File: src/common/mesh_cfg.svh
`ifndef MESH_CFG_SVH
`define MESH_CFG_SVH

// ----------------------------------------
// Mesh size and buffering
// ----------------------------------------

// Routers along one side of the mesh
`define MESH_DIM_SIZE 2

// Width of one word on every link
`define MESH_DATA_WIDTH 16

// Input FIFO depth as log2 of words
`define MESH_BUFF_LOG2 2

// ----------------------------------------
// Deadlock recovery
// ----------------------------------------

// Cycles of stall before a clear, and idle cycles before release
`define MESH_DEADLOCK_TIMEOUT 64

`endif

File: src/common/flit_pkg.sv
`include "mesh_cfg.svh"

package flit_pkg;

  localparam int DATA_W    = `MESH_DATA_WIDTH;
  localparam int NUM_NODES = `MESH_DIM_SIZE * `MESH_DIM_SIZE;
  localparam int NODE_W    = $clog2(NUM_NODES);

  // Header field positions
  localparam int DEST_LSB = 0;
  localparam int SRC_LSB  = NODE_W;

  typedef logic [DATA_W-1:0] data_t;
  typedef logic [NODE_W-1:0] node_id_t;

  // One word plus its end of packet marker
  typedef struct packed {
    logic  last;
    data_t data;
  } flit_t;

  function automatic node_id_t get_dest(input data_t hdr);
    return hdr[DEST_LSB +: NODE_W];
  endfunction

  function automatic node_id_t get_src(input data_t hdr);
    return hdr[SRC_LSB +: NODE_W];
  endfunction

endpackage

File: src/common/mesh_pkg.sv
`include "mesh_cfg.svh"

package mesh_pkg;

  localparam int DIM_SIZE  = `MESH_DIM_SIZE;
  localparam int COORD_W   = $clog2(DIM_SIZE);
  localparam int NUM_PORTS = 5;

  // Router port index, TERM is the local terminal
  typedef enum logic [2:0] {
    TERM,
    WEST,
    EAST,
    NORTH,
    SOUTH
  } port_e;

  typedef logic [COORD_W-1:0] coord_t;

  // Node n sits in column n mod DIM_SIZE
  function automatic coord_t node_to_x(input flit_pkg::node_id_t node);
    return coord_t'(node % DIM_SIZE);
  endfunction

  // and in row n div DIM_SIZE
  function automatic coord_t node_to_y(input flit_pkg::node_id_t node);
    return coord_t'(node / DIM_SIZE);
  endfunction

endpackage

File: src/hdl/axis_fifo.sv
`timescale 1ns/1ps

module axis_fifo #(
  parameter type T          = flit_pkg::flit_t,
  parameter int  DEPTH_LOG2 = 2
) (
  input  logic clk,
  input  logic reset,
  // Write side
  input  T     i_data,
  input  logic i_valid,
  output logic o_ready,
  // Read side
  output T     o_data,
  output logic o_valid,
  input  logic i_ready
);

  localparam int DEPTH = 2 ** DEPTH_LOG2;

  T                    mem [DEPTH];
  logic [DEPTH_LOG2-1:0] wr_ptr;
  logic [DEPTH_LOG2-1:0] rd_ptr;
  logic [DEPTH_LOG2:0]   count;
  logic                  push;
  logic                  pop;

  assign o_ready = (count != (DEPTH_LOG2 + 1)'(DEPTH));
  assign o_valid = (count != '0);
  assign o_data  = mem[rd_ptr];

  assign push = i_valid & o_ready;
  assign pop  = o_valid & i_ready;

  // Storage
  always_ff @(posedge clk) begin
    if (push) begin
      mem[wr_ptr] <= i_data;
    end
  end

  // Pointers wrap naturally at the power of two depth
  always_ff @(posedge clk) begin
    if (reset) begin
      wr_ptr <= '0;
      rd_ptr <= '0;
      count  <= '0;
    end else begin
      if (push) begin
        wr_ptr <= wr_ptr + 1'b1;
      end
      if (pop) begin
        rd_ptr <= rd_ptr + 1'b1;
      end
      case ({push, pop})
        2'b10:   count <= count + 1'b1;
        2'b01:   count <= count - 1'b1;
        default: count <= count;
      endcase
    end
  end

endmodule

File: src/hdl/deadlock_detector.sv
`timescale 1ns/1ps
`include "mesh_cfg.svh"

module deadlock_detector (
  input  logic                           clk,
  input  logic                           reset,
  input  logic [flit_pkg::NUM_NODES-1:0] i_s_tvalid,
  input  logic [flit_pkg::NUM_NODES-1:0] i_s_tready,
  input  logic [flit_pkg::NUM_NODES-1:0] i_m_tvalid,
  input  logic [flit_pkg::NUM_NODES-1:0] i_m_tready,
  output logic                           o_clear
);

  localparam int TIMEOUT = `MESH_DEADLOCK_TIMEOUT;
  localparam int CNT_W   = $clog2(TIMEOUT + 1);

  logic             s_stalled;
  logic             m_stalled;
  logic [CNT_W-1:0] stall_cnt;
  logic [CNT_W-1:0] recover_cnt;

  // Network looks stuck when an input waits and no output does
  assign s_stalled = |(i_s_tvalid & ~i_s_tready);
  assign m_stalled = |(i_m_tvalid & ~i_m_tready);

  // ----------------------------------------
  // Stall timer
  // ----------------------------------------
  always_ff @(posedge clk) begin
    if (reset || !(s_stalled && !m_stalled)) begin
      stall_cnt <= CNT_W'(TIMEOUT);
    end else if (stall_cnt != '0) begin
      stall_cnt <= stall_cnt - 1'b1;
    end
  end

  // ----------------------------------------
  // Recovery timer
  // ----------------------------------------
  // Any input activity during recovery restarts the idle wait
  always_ff @(posedge clk) begin
    if (reset) begin
      recover_cnt <= '0;
    end else if (o_clear) begin
      if (|i_s_tvalid) begin
        recover_cnt <= CNT_W'(TIMEOUT);
      end else begin
        recover_cnt <= recover_cnt - 1'b1;
      end
    end else if (stall_cnt == '0) begin
      recover_cnt <= CNT_W'(TIMEOUT);
    end
  end

  assign o_clear = (recover_cnt != '0);

endmodule

File: src/hdl/mesh_crossbar.sv
`timescale 1ns/1ps

module mesh_crossbar (
  input  logic                                           clk,
  input  logic                                           reset,
  // Terminal inputs, node p in lane p
  input  logic [flit_pkg::NUM_NODES*flit_pkg::DATA_W-1:0] i_s_tdata,
  input  logic [flit_pkg::NUM_NODES-1:0]                  i_s_tlast,
  input  logic [flit_pkg::NUM_NODES-1:0]                  i_s_tvalid,
  output logic [flit_pkg::NUM_NODES-1:0]                  o_s_tready,
  // Terminal outputs
  output logic [flit_pkg::NUM_NODES*flit_pkg::DATA_W-1:0] o_m_tdata,
  output logic [flit_pkg::NUM_NODES-1:0]                  o_m_tlast,
  output logic [flit_pkg::NUM_NODES-1:0]                  o_m_tvalid,
  input  logic [flit_pkg::NUM_NODES-1:0]                  i_m_tready,
  output logic                                           o_deadlock
);

  localparam int N  = mesh_pkg::DIM_SIZE;
  localparam int NN = flit_pkg::NUM_NODES;
  localparam int W  = flit_pkg::DATA_W;

  logic          clear;
  logic [NN-1:0] term_s_ready;
  logic [NN-1:0] term_m_valid;

  // Neighbour link signals as driven by the router at [y][x]
  flit_pkg::data_t lk_data  [mesh_pkg::WEST:mesh_pkg::SOUTH][N][N];
  logic            lk_last  [mesh_pkg::WEST:mesh_pkg::SOUTH][N][N];
  logic            lk_valid [mesh_pkg::WEST:mesh_pkg::SOUTH][N][N];
  // Ready of each router's neighbour input
  logic            lk_ready [mesh_pkg::WEST:mesh_pkg::SOUTH][N][N];

  // ----------------------------------------
  // Router grid
  // ----------------------------------------
  for (genvar y = 0; y < N; y++) begin : g_row
    for (genvar x = 0; x < N; x++) begin : g_col
      localparam int P  = y * N + x;
      localparam int XW = (x + N - 1) % N;
      localparam int XE = (x + 1) % N;
      localparam int YN = (y + N - 1) % N;
      localparam int YS = (y + 1) % N;
      // Edge ports see no traffic in and always accept out
      localparam bit HAS_W = (x != 0);
      localparam bit HAS_E = (x != N - 1);
      localparam bit HAS_N = (y != 0);
      localparam bit HAS_S = (y != N - 1);

      mesh_router #(
        .XB_ADDR_X (mesh_pkg::coord_t'(x)),
        .XB_ADDR_Y (mesh_pkg::coord_t'(y))
      ) rtr_i (
        .clk             (clk),
        .reset           (reset | clear),
        .i_s_term_tdata  (i_s_tdata[P*W +: W]),
        .i_s_term_tlast  (i_s_tlast[P]),
        .i_s_term_tvalid (i_s_tvalid[P]),
        .o_s_term_tready (term_s_ready[P]),
        .o_m_term_tdata  (o_m_tdata[P*W +: W]),
        .o_m_term_tlast  (o_m_tlast[P]),
        .o_m_term_tvalid (term_m_valid[P]),
        .i_m_term_tready (i_m_tready[P]),
        .i_s_wst_tdata   (HAS_W ? lk_data[mesh_pkg::EAST][y][XW] : '0),
        .i_s_wst_tlast   (HAS_W & lk_last[mesh_pkg::EAST][y][XW]),
        .i_s_wst_tvalid  (HAS_W & lk_valid[mesh_pkg::EAST][y][XW]),
        .o_s_wst_tready  (lk_ready[mesh_pkg::WEST][y][x]),
        .o_m_wst_tdata   (lk_data[mesh_pkg::WEST][y][x]),
        .o_m_wst_tlast   (lk_last[mesh_pkg::WEST][y][x]),
        .o_m_wst_tvalid  (lk_valid[mesh_pkg::WEST][y][x]),
        .i_m_wst_tready  (!HAS_W | lk_ready[mesh_pkg::EAST][y][XW]),
        .i_s_est_tdata   (HAS_E ? lk_data[mesh_pkg::WEST][y][XE] : '0),
        .i_s_est_tlast   (HAS_E & lk_last[mesh_pkg::WEST][y][XE]),
        .i_s_est_tvalid  (HAS_E & lk_valid[mesh_pkg::WEST][y][XE]),
        .o_s_est_tready  (lk_ready[mesh_pkg::EAST][y][x]),
        .o_m_est_tdata   (lk_data[mesh_pkg::EAST][y][x]),
        .o_m_est_tlast   (lk_last[mesh_pkg::EAST][y][x]),
        .o_m_est_tvalid  (lk_valid[mesh_pkg::EAST][y][x]),
        .i_m_est_tready  (!HAS_E | lk_ready[mesh_pkg::WEST][y][XE]),
        .i_s_nor_tdata   (HAS_N ? lk_data[mesh_pkg::SOUTH][YN][x] : '0),
        .i_s_nor_tlast   (HAS_N & lk_last[mesh_pkg::SOUTH][YN][x]),
        .i_s_nor_tvalid  (HAS_N & lk_valid[mesh_pkg::SOUTH][YN][x]),
        .o_s_nor_tready  (lk_ready[mesh_pkg::NORTH][y][x]),
        .o_m_nor_tdata   (lk_data[mesh_pkg::NORTH][y][x]),
        .o_m_nor_tlast   (lk_last[mesh_pkg::NORTH][y][x]),
        .o_m_nor_tvalid  (lk_valid[mesh_pkg::NORTH][y][x]),
        .i_m_nor_tready  (!HAS_N | lk_ready[mesh_pkg::SOUTH][YN][x]),
        .i_s_sou_tdata   (HAS_S ? lk_data[mesh_pkg::NORTH][YS][x] : '0),
        .i_s_sou_tlast   (HAS_S & lk_last[mesh_pkg::NORTH][YS][x]),
        .i_s_sou_tvalid  (HAS_S & lk_valid[mesh_pkg::NORTH][YS][x]),
        .o_s_sou_tready  (lk_ready[mesh_pkg::SOUTH][y][x]),
        .o_m_sou_tdata   (lk_data[mesh_pkg::SOUTH][y][x]),
        .o_m_sou_tlast   (lk_last[mesh_pkg::SOUTH][y][x]),
        .o_m_sou_tvalid  (lk_valid[mesh_pkg::SOUTH][y][x]),
        .i_m_sou_tready  (!HAS_S | lk_ready[mesh_pkg::NORTH][YS][x])
      );
    end
  end

  // ----------------------------------------
  // Deadlock recovery
  // ----------------------------------------
  // Inputs drain and outputs go quiet while routers are cleared
  assign o_s_tready = term_s_ready | {NN{clear}};
  assign o_m_tvalid = term_m_valid & ~{NN{clear}};
  assign o_deadlock = clear;

  deadlock_detector dl_det_i (
    .clk        (clk),
    .reset      (reset),
    .i_s_tvalid (i_s_tvalid),
    .i_s_tready (o_s_tready),
    .i_m_tvalid (o_m_tvalid),
    .i_m_tready (i_m_tready),
    .o_clear    (clear)
  );

endmodule

File: src/router/mesh_router.sv
`timescale 1ns/1ps
`include "mesh_cfg.svh"

module mesh_router #(
  parameter mesh_pkg::coord_t XB_ADDR_X = '0,
  parameter mesh_pkg::coord_t XB_ADDR_Y = '0
) (
  input  logic            clk,
  input  logic            reset,
  // Terminal
  input  flit_pkg::data_t i_s_term_tdata,
  input  logic            i_s_term_tlast,
  input  logic            i_s_term_tvalid,
  output logic            o_s_term_tready,
  output flit_pkg::data_t o_m_term_tdata,
  output logic            o_m_term_tlast,
  output logic            o_m_term_tvalid,
  input  logic            i_m_term_tready,
  // West
  input  flit_pkg::data_t i_s_wst_tdata,
  input  logic            i_s_wst_tlast,
  input  logic            i_s_wst_tvalid,
  output logic            o_s_wst_tready,
  output flit_pkg::data_t o_m_wst_tdata,
  output logic            o_m_wst_tlast,
  output logic            o_m_wst_tvalid,
  input  logic            i_m_wst_tready,
  // East
  input  flit_pkg::data_t i_s_est_tdata,
  input  logic            i_s_est_tlast,
  input  logic            i_s_est_tvalid,
  output logic            o_s_est_tready,
  output flit_pkg::data_t o_m_est_tdata,
  output logic            o_m_est_tlast,
  output logic            o_m_est_tvalid,
  input  logic            i_m_est_tready,
  // North
  input  flit_pkg::data_t i_s_nor_tdata,
  input  logic            i_s_nor_tlast,
  input  logic            i_s_nor_tvalid,
  output logic            o_s_nor_tready,
  output flit_pkg::data_t o_m_nor_tdata,
  output logic            o_m_nor_tlast,
  output logic            o_m_nor_tvalid,
  input  logic            i_m_nor_tready,
  // South
  input  flit_pkg::data_t i_s_sou_tdata,
  input  logic            i_s_sou_tlast,
  input  logic            i_s_sou_tvalid,
  output logic            o_s_sou_tready,
  output flit_pkg::data_t o_m_sou_tdata,
  output logic            o_m_sou_tlast,
  output logic            o_m_sou_tvalid,
  input  logic            i_m_sou_tready
);

  localparam int NP = mesh_pkg::NUM_PORTS;

  // Highest priority first, Y inputs above X inputs above terminal
  localparam mesh_pkg::port_e PRIO [NP] = '{
    mesh_pkg::NORTH, mesh_pkg::SOUTH, mesh_pkg::WEST, mesh_pkg::EAST, mesh_pkg::TERM
  };

  // All per-port arrays are indexed by mesh_pkg::port_e
  flit_pkg::flit_t in_flit  [NP];
  flit_pkg::flit_t head     [NP];
  flit_pkg::flit_t out_flit [NP];
  mesh_pkg::port_e route    [NP];
  mesh_pkg::port_e sel      [NP];
  mesh_pkg::port_e owner    [NP];
  logic [NP-1:0]   req      [NP];
  logic [NP-1:0]   in_valid;
  logic [NP-1:0]   in_ready;
  logic [NP-1:0]   head_valid;
  logic [NP-1:0]   head_ready;
  logic [NP-1:0]   out_valid;
  logic [NP-1:0]   out_ready;
  logic [NP-1:0]   sel_ok;
  logic [NP-1:0]   locked;
  logic [NP-1:0]   at_sop;

  // ----------------------------------------
  // Port mapping
  // ----------------------------------------
  assign in_flit[mesh_pkg::TERM]  = '{last: i_s_term_tlast, data: i_s_term_tdata};
  assign in_flit[mesh_pkg::WEST]  = '{last: i_s_wst_tlast, data: i_s_wst_tdata};
  assign in_flit[mesh_pkg::EAST]  = '{last: i_s_est_tlast, data: i_s_est_tdata};
  assign in_flit[mesh_pkg::NORTH] = '{last: i_s_nor_tlast, data: i_s_nor_tdata};
  assign in_flit[mesh_pkg::SOUTH] = '{last: i_s_sou_tlast, data: i_s_sou_tdata};

  assign in_valid  = {i_s_sou_tvalid, i_s_nor_tvalid, i_s_est_tvalid, i_s_wst_tvalid,
                      i_s_term_tvalid};
  assign out_ready = {i_m_sou_tready, i_m_nor_tready, i_m_est_tready, i_m_wst_tready,
                      i_m_term_tready};
  assign {o_s_sou_tready, o_s_nor_tready, o_s_est_tready, o_s_wst_tready,
          o_s_term_tready} = in_ready;
  assign {o_m_sou_tvalid, o_m_nor_tvalid, o_m_est_tvalid, o_m_wst_tvalid,
          o_m_term_tvalid} = out_valid;

  assign o_m_term_tdata = out_flit[mesh_pkg::TERM].data;
  assign o_m_term_tlast = out_flit[mesh_pkg::TERM].last;
  assign o_m_wst_tdata  = out_flit[mesh_pkg::WEST].data;
  assign o_m_wst_tlast  = out_flit[mesh_pkg::WEST].last;
  assign o_m_est_tdata  = out_flit[mesh_pkg::EAST].data;
  assign o_m_est_tlast  = out_flit[mesh_pkg::EAST].last;
  assign o_m_nor_tdata  = out_flit[mesh_pkg::NORTH].data;
  assign o_m_nor_tlast  = out_flit[mesh_pkg::NORTH].last;
  assign o_m_sou_tdata  = out_flit[mesh_pkg::SOUTH].data;
  assign o_m_sou_tlast  = out_flit[mesh_pkg::SOUTH].last;

  for (genvar i = 0; i < NP; i++) begin : g_in_fifo
    axis_fifo #(
      .T          (flit_pkg::flit_t),
      .DEPTH_LOG2 (`MESH_BUFF_LOG2)
    ) fifo_i (
      .clk     (clk),
      .reset   (reset),
      .i_data  (in_flit[i]),
      .i_valid (in_valid[i]),
      .o_ready (in_ready[i]),
      .o_data  (head[i]),
      .o_valid (head_valid[i]),
      .i_ready (head_ready[i])
    );
  end

  // ----------------------------------------
  // Route computation, X first then Y
  // ----------------------------------------
  function automatic mesh_pkg::port_e xy_route(input flit_pkg::node_id_t dest);
    mesh_pkg::coord_t dx;
    mesh_pkg::coord_t dy;
    dx = mesh_pkg::node_to_x(dest);
    dy = mesh_pkg::node_to_y(dest);
    if (dx > XB_ADDR_X) return mesh_pkg::EAST;
    if (dx < XB_ADDR_X) return mesh_pkg::WEST;
    if (dy > XB_ADDR_Y) return mesh_pkg::SOUTH;
    if (dy < XB_ADDR_Y) return mesh_pkg::NORTH;
    return mesh_pkg::TERM;
  endfunction

  // Only a head that starts a packet may ask for an output
  always_comb begin
    for (int i = 0; i < NP; i++) begin
      route[i] = xy_route(flit_pkg::get_dest(head[i].data));
    end
    for (int o = 0; o < NP; o++) begin
      for (int i = 0; i < NP; i++) begin
        req[o][i] = head_valid[i] & at_sop[i] & (route[i] == mesh_pkg::port_e'(o));
      end
    end
  end

  // ----------------------------------------
  // Switch allocation
  // ----------------------------------------
  always_comb begin
    for (int o = 0; o < NP; o++) begin
      sel[o]    = owner[o];
      sel_ok[o] = locked[o];
      if (!locked[o]) begin
        // Walk up from lowest priority so the highest requester wins
        for (int k = NP - 1; k >= 0; k--) begin
          if (req[o][PRIO[k]]) begin
            sel[o]    = PRIO[k];
            sel_ok[o] = 1'b1;
          end
        end
      end
      out_flit[o]  = head[sel[o]];
      out_valid[o] = sel_ok[o] & head_valid[sel[o]];
    end
  end

  always_comb begin
    head_ready = '0;
    for (int o = 0; o < NP; o++) begin
      if (sel_ok[o] && out_ready[o]) begin
        head_ready[sel[o]] = 1'b1;
      end
    end
  end

  // Output stays with its owner from grant until last leaves
  always_ff @(posedge clk) begin
    if (reset) begin
      locked <= '0;
      at_sop <= '1;
      for (int o = 0; o < NP; o++) begin
        owner[o] <= mesh_pkg::TERM;
      end
    end else begin
      for (int i = 0; i < NP; i++) begin
        if (head_valid[i] && head_ready[i]) begin
          at_sop[i] <= head[i].last;
        end
      end
      for (int o = 0; o < NP; o++) begin
        if (out_valid[o] && out_ready[o] && out_flit[o].last) begin
          locked[o] <= 1'b0;
        end else if (sel_ok[o]) begin
          locked[o] <= 1'b1;
          owner[o]  <= sel[o];
        end
      end
    end
  end

endmodule

File: config.mk
export PLATFORM = sky130hd
export DESIGN_NAME = mesh_crossbar
export DESIGN_NICKNAME = d
export VERILOG_FILES = /design/src/common/flit_pkg.sv /design/src/common/mesh_pkg.sv /design/src/hdl/axis_fifo.sv /design/src/hdl/deadlock_detector.sv /design/src/hdl/mesh_crossbar.sv /design/src/router/mesh_router.sv
export VERILOG_INCLUDE_DIRS = /design/src /design/src/common
export SDC_FILE = /design/constraint.sdc
export NUM_CORES = 2
export LEC_CHECK = 0
export BUFFER_PORTS_ARGS = -buffer_cell sky130_fd_sc_hd__buf_2
export CAP_MARGIN = 20
export CELL_PAD_IN_SITES_DETAIL_PLACEMENT = 1
export CELL_PAD_IN_SITES_GLOBAL_PLACEMENT = 1
export CORE_MARGIN = 2
export CORE_UTILIZATION = 30
export CTS_CLUSTER_DIAMETER = 200
export CTS_CLUSTER_SIZE = 30
export DETAILED_ROUTE_END_ITERATION = 10
export PLACE_DENSITY = 0.5
export SLEW_MARGIN = 10
export SYNTH_ARGS = -nofsm -noshare
export SYNTH_HDL_FRONTEND = slang
export SYNTH_SLANG_ARGS = --single-unit
File: constraint.sdc
create_clock -name clk -period 4.6 [get_ports clk]
set_input_delay 0.23 -clock clk [delete_from_list [all_inputs] [get_ports clk]]
set_output_delay 0.23 -clock clk [all_outputs]
set_load 0.02 [all_outputs]
Word-level counts from Yosys, hierarchy flattened. Memories as Yosys holds them, arrays and structs flattened. A register that Yosys moved wholly into a read port is not among the register bits. Index checks and enable logic that the tools add are counted.

Register bits after elaboration: 162. Memory bits (writable): 876. Input port bits: 78. Memories kept: 16.

Add/sub/neg operators: 58. Order comparisons: 140. Eq/ne operators: 116. Mux-type cells: 925. Bitwise gates (word level): 236. Reduce and logical (&&, ||, !) cells: 167.

Memory list: g_row[0].g_col[0].rtr_i.g_in_fifo[0].fifo_i.mem (depth 4, width 17, rd ports 1, clocked after Yosys merged registers in 1, write ports 1, RTL line axis_fifo.sv:21) `T mem [DEPTH];`; g_row[0].g_col[0].rtr_i.g_in_fifo[2].fifo_i.mem (depth 4, width 17, rd ports 1, clocked after Yosys merged registers in 1, write ports 1, RTL line axis_fifo.sv:21); g_row[0].g_col[0].rtr_i.g_in_fifo[4].fifo_i.mem (depth 4, width 17, rd ports 1, clocked after Yosys merged registers in 1, write ports 1, RTL line axis_fifo.sv:21); g_row[0].g_col[1].rtr_i.g_in_fifo[0].fifo_i.mem (depth 4, width 17, rd ports 1, clocked after Yosys merged registers in 1, write ports 1, RTL line axis_fifo.sv:21); g_row[0].g_col[1].rtr_i.g_in_fifo[1].fifo_i.mem (depth 4, width 17, rd ports 1, clocked after Yosys merged registers in 1, write ports 1, RTL line axis_fifo.sv:21); g_row[0].g_col[1].rtr_i.g_in_fifo[4].fifo_i.mem (depth 4, width 17, rd ports 1, clocked after Yosys merged registers in 1, write ports 1, RTL line axis_fifo.sv:21); 10 more memories.

Operators by type and width (number): binary-select mux 17 bit (select 3 bit) (20); two-way mux 3 bit (300); two-way mux 17 bit (40); two-way mux 1 bit (466); bitwise AND 1 bit (172); equality test 3 x 2 -> 1 bit (second input constant) (40); two-way mux 5 bit (20); logical AND 1 bit (85); greater-or-equal comparator 4 bit (second input constant) (20); less-than comparator 3 x 4 -> 1 bit (second input constant) (20); NOT 3 -> 4 bit (20); bitwise OR 5 bit (16); one-hot mux 3 bit (2 select lines) (12); binary-select mux 1 bit (select 3 bit) (20); demux 1 bit (select 3 bit) (20); equality test 3 x 1 -> 1 bit (second input constant) (20); equality test 3 bit (second input constant) (20); greater-or-equal comparator 3 x 1 -> 1 bit (second input constant) (20); zero test 3 bit (20); nonzero test 3 bit (20); subtractor 3 x 1 -> 3 bit (second input constant) (20); adder 2 x 1 -> 2 bit (second input constant) (24); two-way mux 2 bit (24); OR reduction 2 bit (20); other kinds (20) (183).

Logic depth before layout (Yosys ltp).
Depth after elaboration: 36. Depth in mapped cells: 21. Gate-level depth less buffers: 18.

Modules after synthesis. From an unflattened synthesis, not the netlist that was laid out.

Cell total of the unflattened synthesis: 5372. Area total of the unflattened synthesis: 77176.5 µm².

By module, submodules not included: axis_fifo (instances 20, cells each 141, area each 2969.1 µm², sequential area each 2222.1 µm²); mesh_router at g_row[1].g_col[0].rtr_i (instances 1, cells each 689, area each 4623.2 µm², sequential area each 560.5 µm²); mesh_router at g_row[1].g_col[1].rtr_i (instances 1, cells each 684, area each 4606.9 µm², sequential area each 560.5 µm²); mesh_router at g_row[0].g_col[0].rtr_i (instances 1, cells each 549, area each 3997.6 µm², sequential area each 470.5 µm²); mesh_router at g_row[0].g_col[1].rtr_i (instances 1, cells each 532, area each 3747.3 µm², sequential area each 470.5 µm²); deadlock_detector (instances 1, cells each 87, area each 755.7 µm², sequential area each 280.3 µm²); mesh_crossbar (instances 1, cells each 11, area each 63.8 µm², sequential area each 0.0 µm²).

Least setup slack after synthesis. No wires, ideal clock.

Kind: reg2reg. Start: register (tool-made name). End: register g_row[1].g_col[0].rtr_i.g_in_fifo[3].fifo_i.count[2]. Arrival time: 3902 ps. Path slack: 570 ps. Stages on the path, launching flop included: 17. Buffers on the path: 3. Period minus slack after synthesis: 4030 ps. Path through: dfxtp_1 buf_2 mux4_2 buf_2 a31oi_1 a22oi_1 clkbuf_1 or3b_2 o311a_1 a21oi_1 ha_1 inv_1 fa_1 xor2_1 nor2_1 xnor2_1 nor2_1.

RTL lines: end signal: assignment (RTL line axis_fifo.sv:56) `2'b10: count <= count + 1'b1;`; end signal: assignment (RTL line axis_fifo.sv:57) `2'b01: count <= count - 1'b1;`; end signal: assignment (RTL line axis_fifo.sv:58) `default: count <= count;`; end: declaration (RTL line axis_fifo.sv:24) `logic [DEPTH_LOG2:0] count;`.

==> impl_metrics.sql <==
INSERT INTO impl_metrics (metric_group, metric, value, unit) VALUES
('clock_tree', 'post-cts-setup-buffers', '0', ''),
('hold_path', 'timing.hold.worst.class', 'input pin to flop', ''),
('final_layout', 'antennaDiodeCount', '0', ''),
('clock_tree', 'clock_path_buffers', '3', ''),
('timing', 'setup_viol', '0', ''),
('synthesis', 'yosysWarnings', '0', ''),
('global_routing', 'grt_max_degree', '50', ''),
('floorplan', 'top_level_pins', '155', ''),
('timing', 'worst_clock_skew', '0.0348', 'ns'),
('routing', 'routed_via_density', '5.17', ''),
('timing', 'timing.setup.tns', '0', 'ns'),
('final_layout', 'num-nets-final', '3940', ''),
('floorplan', 'dieArea', '162000', 'µm²'),
('power', 'static-leakage-power', '0.0179', 'µW'),
('setup_path', 'endpoint_kind', 'output pin', ''),
('final_layout', 'layout_commonest_cell', 'sky130_fd_sc_hd__edfxtp_1', ''),
('routing', 'avgRoutedWirePerCell', '25.5', 'µm'),
('synthesis', 'post_synth.cell_area_avg', '13.5', 'µm²'),
('setup_path', 'sort_of_element_at_the_start_of_the_critical_path', 'flop', ''),
('synthesis', 'yosys_most_used_dff', 'sky130_fd_sc_hd__edfxtp_1', ''),
('routing', 'detailed_route_wl', '150000', 'µm'),
('synthesis', 'postSynth.asyncResetShare', '0', '%'),
('clock_tree', 'clk_pin_slew', '0.13', 'ns'),
('routing', 'postRouteAntennaNets', '0', ''),
('synthesis', 'synth_enable_flop_cells', '858', ''),
('floorplan', 'core-area', '158000', 'µm²'),
('power', 'power.ir.vdd_worst', '300', 'µV'),
('global_routing', 'grt_util_all_layers', '18.2', '%'),
('placed_design', 'portBuffers', '154', ''),
('synthesis', 'synth.distinct_cells', '93', ''),
('floorplan', 'starting_density', '30.1', '%'),
('synthesis', 'synthesis.nets', '3690', ''),
('timing', 'rsz0062_at_grt', 'false', ''),
('placed_design', 'finalWeightedCongestion', '0.911', ''),
('power', 'cellInternalPower', '20900', 'µW'),
('placed_design', 'standard_cell_area_after_detailed_placement', '51500', 'µm²'),
('power', 'clkPwrFrac', '12.3', '%'),
('final_layout', 'final_area', '53300', 'µm²'),
('power', 'p_per_area', '712', 'nW/µm²'),
('floorplan', 'fp.dieW', '402', 'µm'),
('timing', 'max_slew.worst_pin.slew', '1.09', 'ns'),
('routing', 'dr_total_vias', '30300', ''),
('timing', 'max-slew-margin-rel', '26.4', '%'),
('placed_design', 'place_hpwl', '111000', 'µm'),
('flow_run', 'max_cap_viols', '0', ''),
('status', 'status', 'finished, final reports clean', ''),
('setup_path', 'timing_worst_setup_path_type', 'flop to output pin', ''),
('clock_tree', 'htree_levels', '2', ''),
('setup_path', 'worst-endpoint-required', '4.37', 'ns'),
('clock_tree', 'clk_latency', '0.66', 'ns'),
('clock_tree', 'cts_tree', 'yes', ''),
('clock_tree', 'cts_made_buffers', '40', ''),
('routing', 'detailedRoute.firstIterationViolations', '2009', ''),
('timing', 'clock.fmax', '228', 'MHz'),
('timing', 'final_max_slew_violation_count', '0', ''),
('power', 'share_seq_of_total_power', '37.4', '%'),
('synthesis', 'synth.top_cells.by_area', 'sky130_fd_sc_hd__edfxtp_1, sky130_fd_sc_hd__mux4_2, sky130_fd_sc_hd__dfxtp_1', ''),
('synthesis', 'postSynthRegisterBits', '1036', ''),
('synthesis', 'yosys.area.top_type_share', '54.2', '%'),
('final_layout', 'final_layout_size_suffix_gt1_share', '16.9', '%'),
('global_routing', 'wire_length_of_the_first_global_routing_pass', '220000', 'µm'),
('power', 'power.net_switching', '17100', 'µW'),
('timing', 'period_needed', '4.39', 'ns'),
('setup_path', 'critPathMaxFanout', '15', ''),
('synthesis', 'post-synth-top-area-cell', 'sky130_fd_sc_hd__edfxtp_1', ''),
('floorplan', 'chipHeight', '402', 'µm'),
('synthesis', 'synth_area', '47500', 'µm²'),
('global_routing', 'number_of_global_route_vias_before_repair', '31100', ''),
('timing', 'fin_crit_sh', '95.4', '%'),
('synthesis', 'share_of_synthesized_area_occupied_by_flip_flops_and_latches', '61.7', '%'),
('setup_path', 'arrival', '4.16', 'ns');
## registers in the layout, summed over array words and instances (netlist names), named ones only
signal,count
g_row.g_col.rtr_i.locked,20
g_row.g_col.rtr_i.at_sop,12
g_row.g_col.rtr_i.g_in_fifo.fifo_i.mem,816
dl_det_i.recover_cnt,7
dl_det_i.stall_cnt,7
g_row.g_col.rtr_i.g_in_fifo.fifo_i.count,60
g_row.g_col.rtr_i.g_in_fifo.fifo_i.rd_ptr,24
g_row.g_col.rtr_i.g_in_fifo.fifo_i.wr_ptr,24
g_row.g_col.rtr_i.owner,42
## synth_stat cells (13+ instances only)
cell / number
sky130_fd_sc_hd__o211ai_1: 14
sky130_fd_sc_hd__o22ai_1: 13
sky130_fd_sc_hd__nand4_1: 16
sky130_fd_sc_hd__a211oi_1: 15
sky130_fd_sc_hd__o31ai_1: 22
sky130_fd_sc_hd__clkbuf_1: 132
sky130_fd_sc_hd__xnor2_1: 46
sky130_fd_sc_hd__buf_2: 23
sky130_fd_sc_hd__edfxtp_1: 858
sky130_fd_sc_hd__nand2b_1: 26
sky130_fd_sc_hd__a31oi_1: 62
sky130_fd_sc_hd__ha_1: 78
sky130_fd_sc_hd__xor2_1: 33
sky130_fd_sc_hd__nor4_1: 16
sky130_fd_sc_hd__nor3b_1: 16
sky130_fd_sc_hd__inv_1: 135
sky130_fd_sc_hd__mux2i_1: 148
sky130_fd_sc_hd__nand2_1: 327
sky130_fd_sc_hd__nand3b_1: 16
sky130_fd_sc_hd__nor3_1: 51
sky130_fd_sc_hd__and3_1: 43
sky130_fd_sc_hd__a21oi_1: 189
sky130_fd_sc_hd__o31a_1: 17
sky130_fd_sc_hd__nand3_1: 57
sky130_fd_sc_hd__o21ai_0: 172
sky130_fd_sc_hd__nor2_1: 272
sky130_fd_sc_hd__buf_1: 29
sky130_fd_sc_hd__mux4_2: 204
sky130_fd_sc_hd__and2_1: 58
sky130_fd_sc_hd__or3_1: 25
sky130_fd_sc_hd__dfxtp_1: 178
## power groups by stage
stage / Combinational, µW / Clock [µW] / Sequential, µW
after detailed placement: 19200 / 0 / 14400
after global routing: 20600 / 5120 / 14400
after global placement: 19100 / 0 / 14400
after CTS: 19300 / 4880 / 14200
final: 19100 / 4660 / 14200
after floorplan: 11000 / 0 / 14000
## path summary, 6_finish.rpt
check                                   start                       to  slack, ns  cells past startpoint
worst min register to register           flop                     flop       0.47                      2
worst min-delay path            i_s_tvalid[2]  dl_det_i.recover_cnt[5]       0.12                      4
worst max register to register           flop                     flop       0.26                     16
worst max-delay path                     flop            o_m_tdata[39]       0.21                      8
## final cells by class
cell class | count | area, µm²
clock buffer | 71 | 1140
clock inverter | 1 | 16.3
fill | 16800 | 104000
inverter | 135 | 507
multi-input combinational | 2161 | 17000
sequential | 1036 | 29300
tap | 2072 | 2590
timing repair buffer | 398 | 2790
## critical path, stage by stage, from the launching register on
cell                      delay [ns]
sky130_fd_sc_hd__dfxtp_1        0.48
sky130_fd_sc_hd__mux4_2         0.68
sky130_fd_sc_hd__nor4b_1        0.61
sky130_fd_sc_hd__a21oi_1        0.21
sky130_fd_sc_hd__nand2_1        0.20
sky130_fd_sc_hd__buf_4          0.32
sky130_fd_sc_hd__mux2i_1        0.58
sky130_fd_sc_hd__o21ai_0        0.20
sky130_fd_sc_hd__buf_2          0.20
## layer usage
| layer | track usage [%] | up-vias | share of wire, % |
|---|---|---|---|
| met5 | 0 | - | 0 |
| met4 | 4.29 | 0 | 2.3 |
| met3 | 1.57 | 119 | 3.0 |
| met2 | 29.5 | 529 | 47 |
| met1 | 26.4 | 15900 | 48 |
| li1 | - | 13800 | - |
## cell families (layout without fill, tap and decap cells)
family	Yosys count	after routing	synth area share, %
buf+inv	325	605	2.68
mux	356	356	12.9
xor+xnor	79	79	1.46
fa+ha+maj	90	90	2.56
simple gates	981	981	9.87
compound gates	655	655	8.80
flops	1036	1036	61.7
## stage by stage
step | setup slack [ns] | power, µW | hold slack (ns) | instances
3_5_place_dp | 0.340 | 33600 | 0.453 | 5730
5_1_grt | 0.000579 | 40100 | 0.0889 | 5874
2_1_floorplan | 0.570 | 25000 | 0.329 | 3522
3_3_place_gp | 0.360 | 33500 | 0.442 | 5729
6_report | 0.213 | 38000 | 0.121 | 5874
4_1_cts | 0.108 | 38400 | 0.0742 | 5874
## repair_timing
action,4_1_cts,5_1_grt
endpoints found under the setup margin,0,3
hold buffers,72,0
resized for setup,0,3
hold endpoints to repair,282,0
Power figures use the tool's default switching activity.
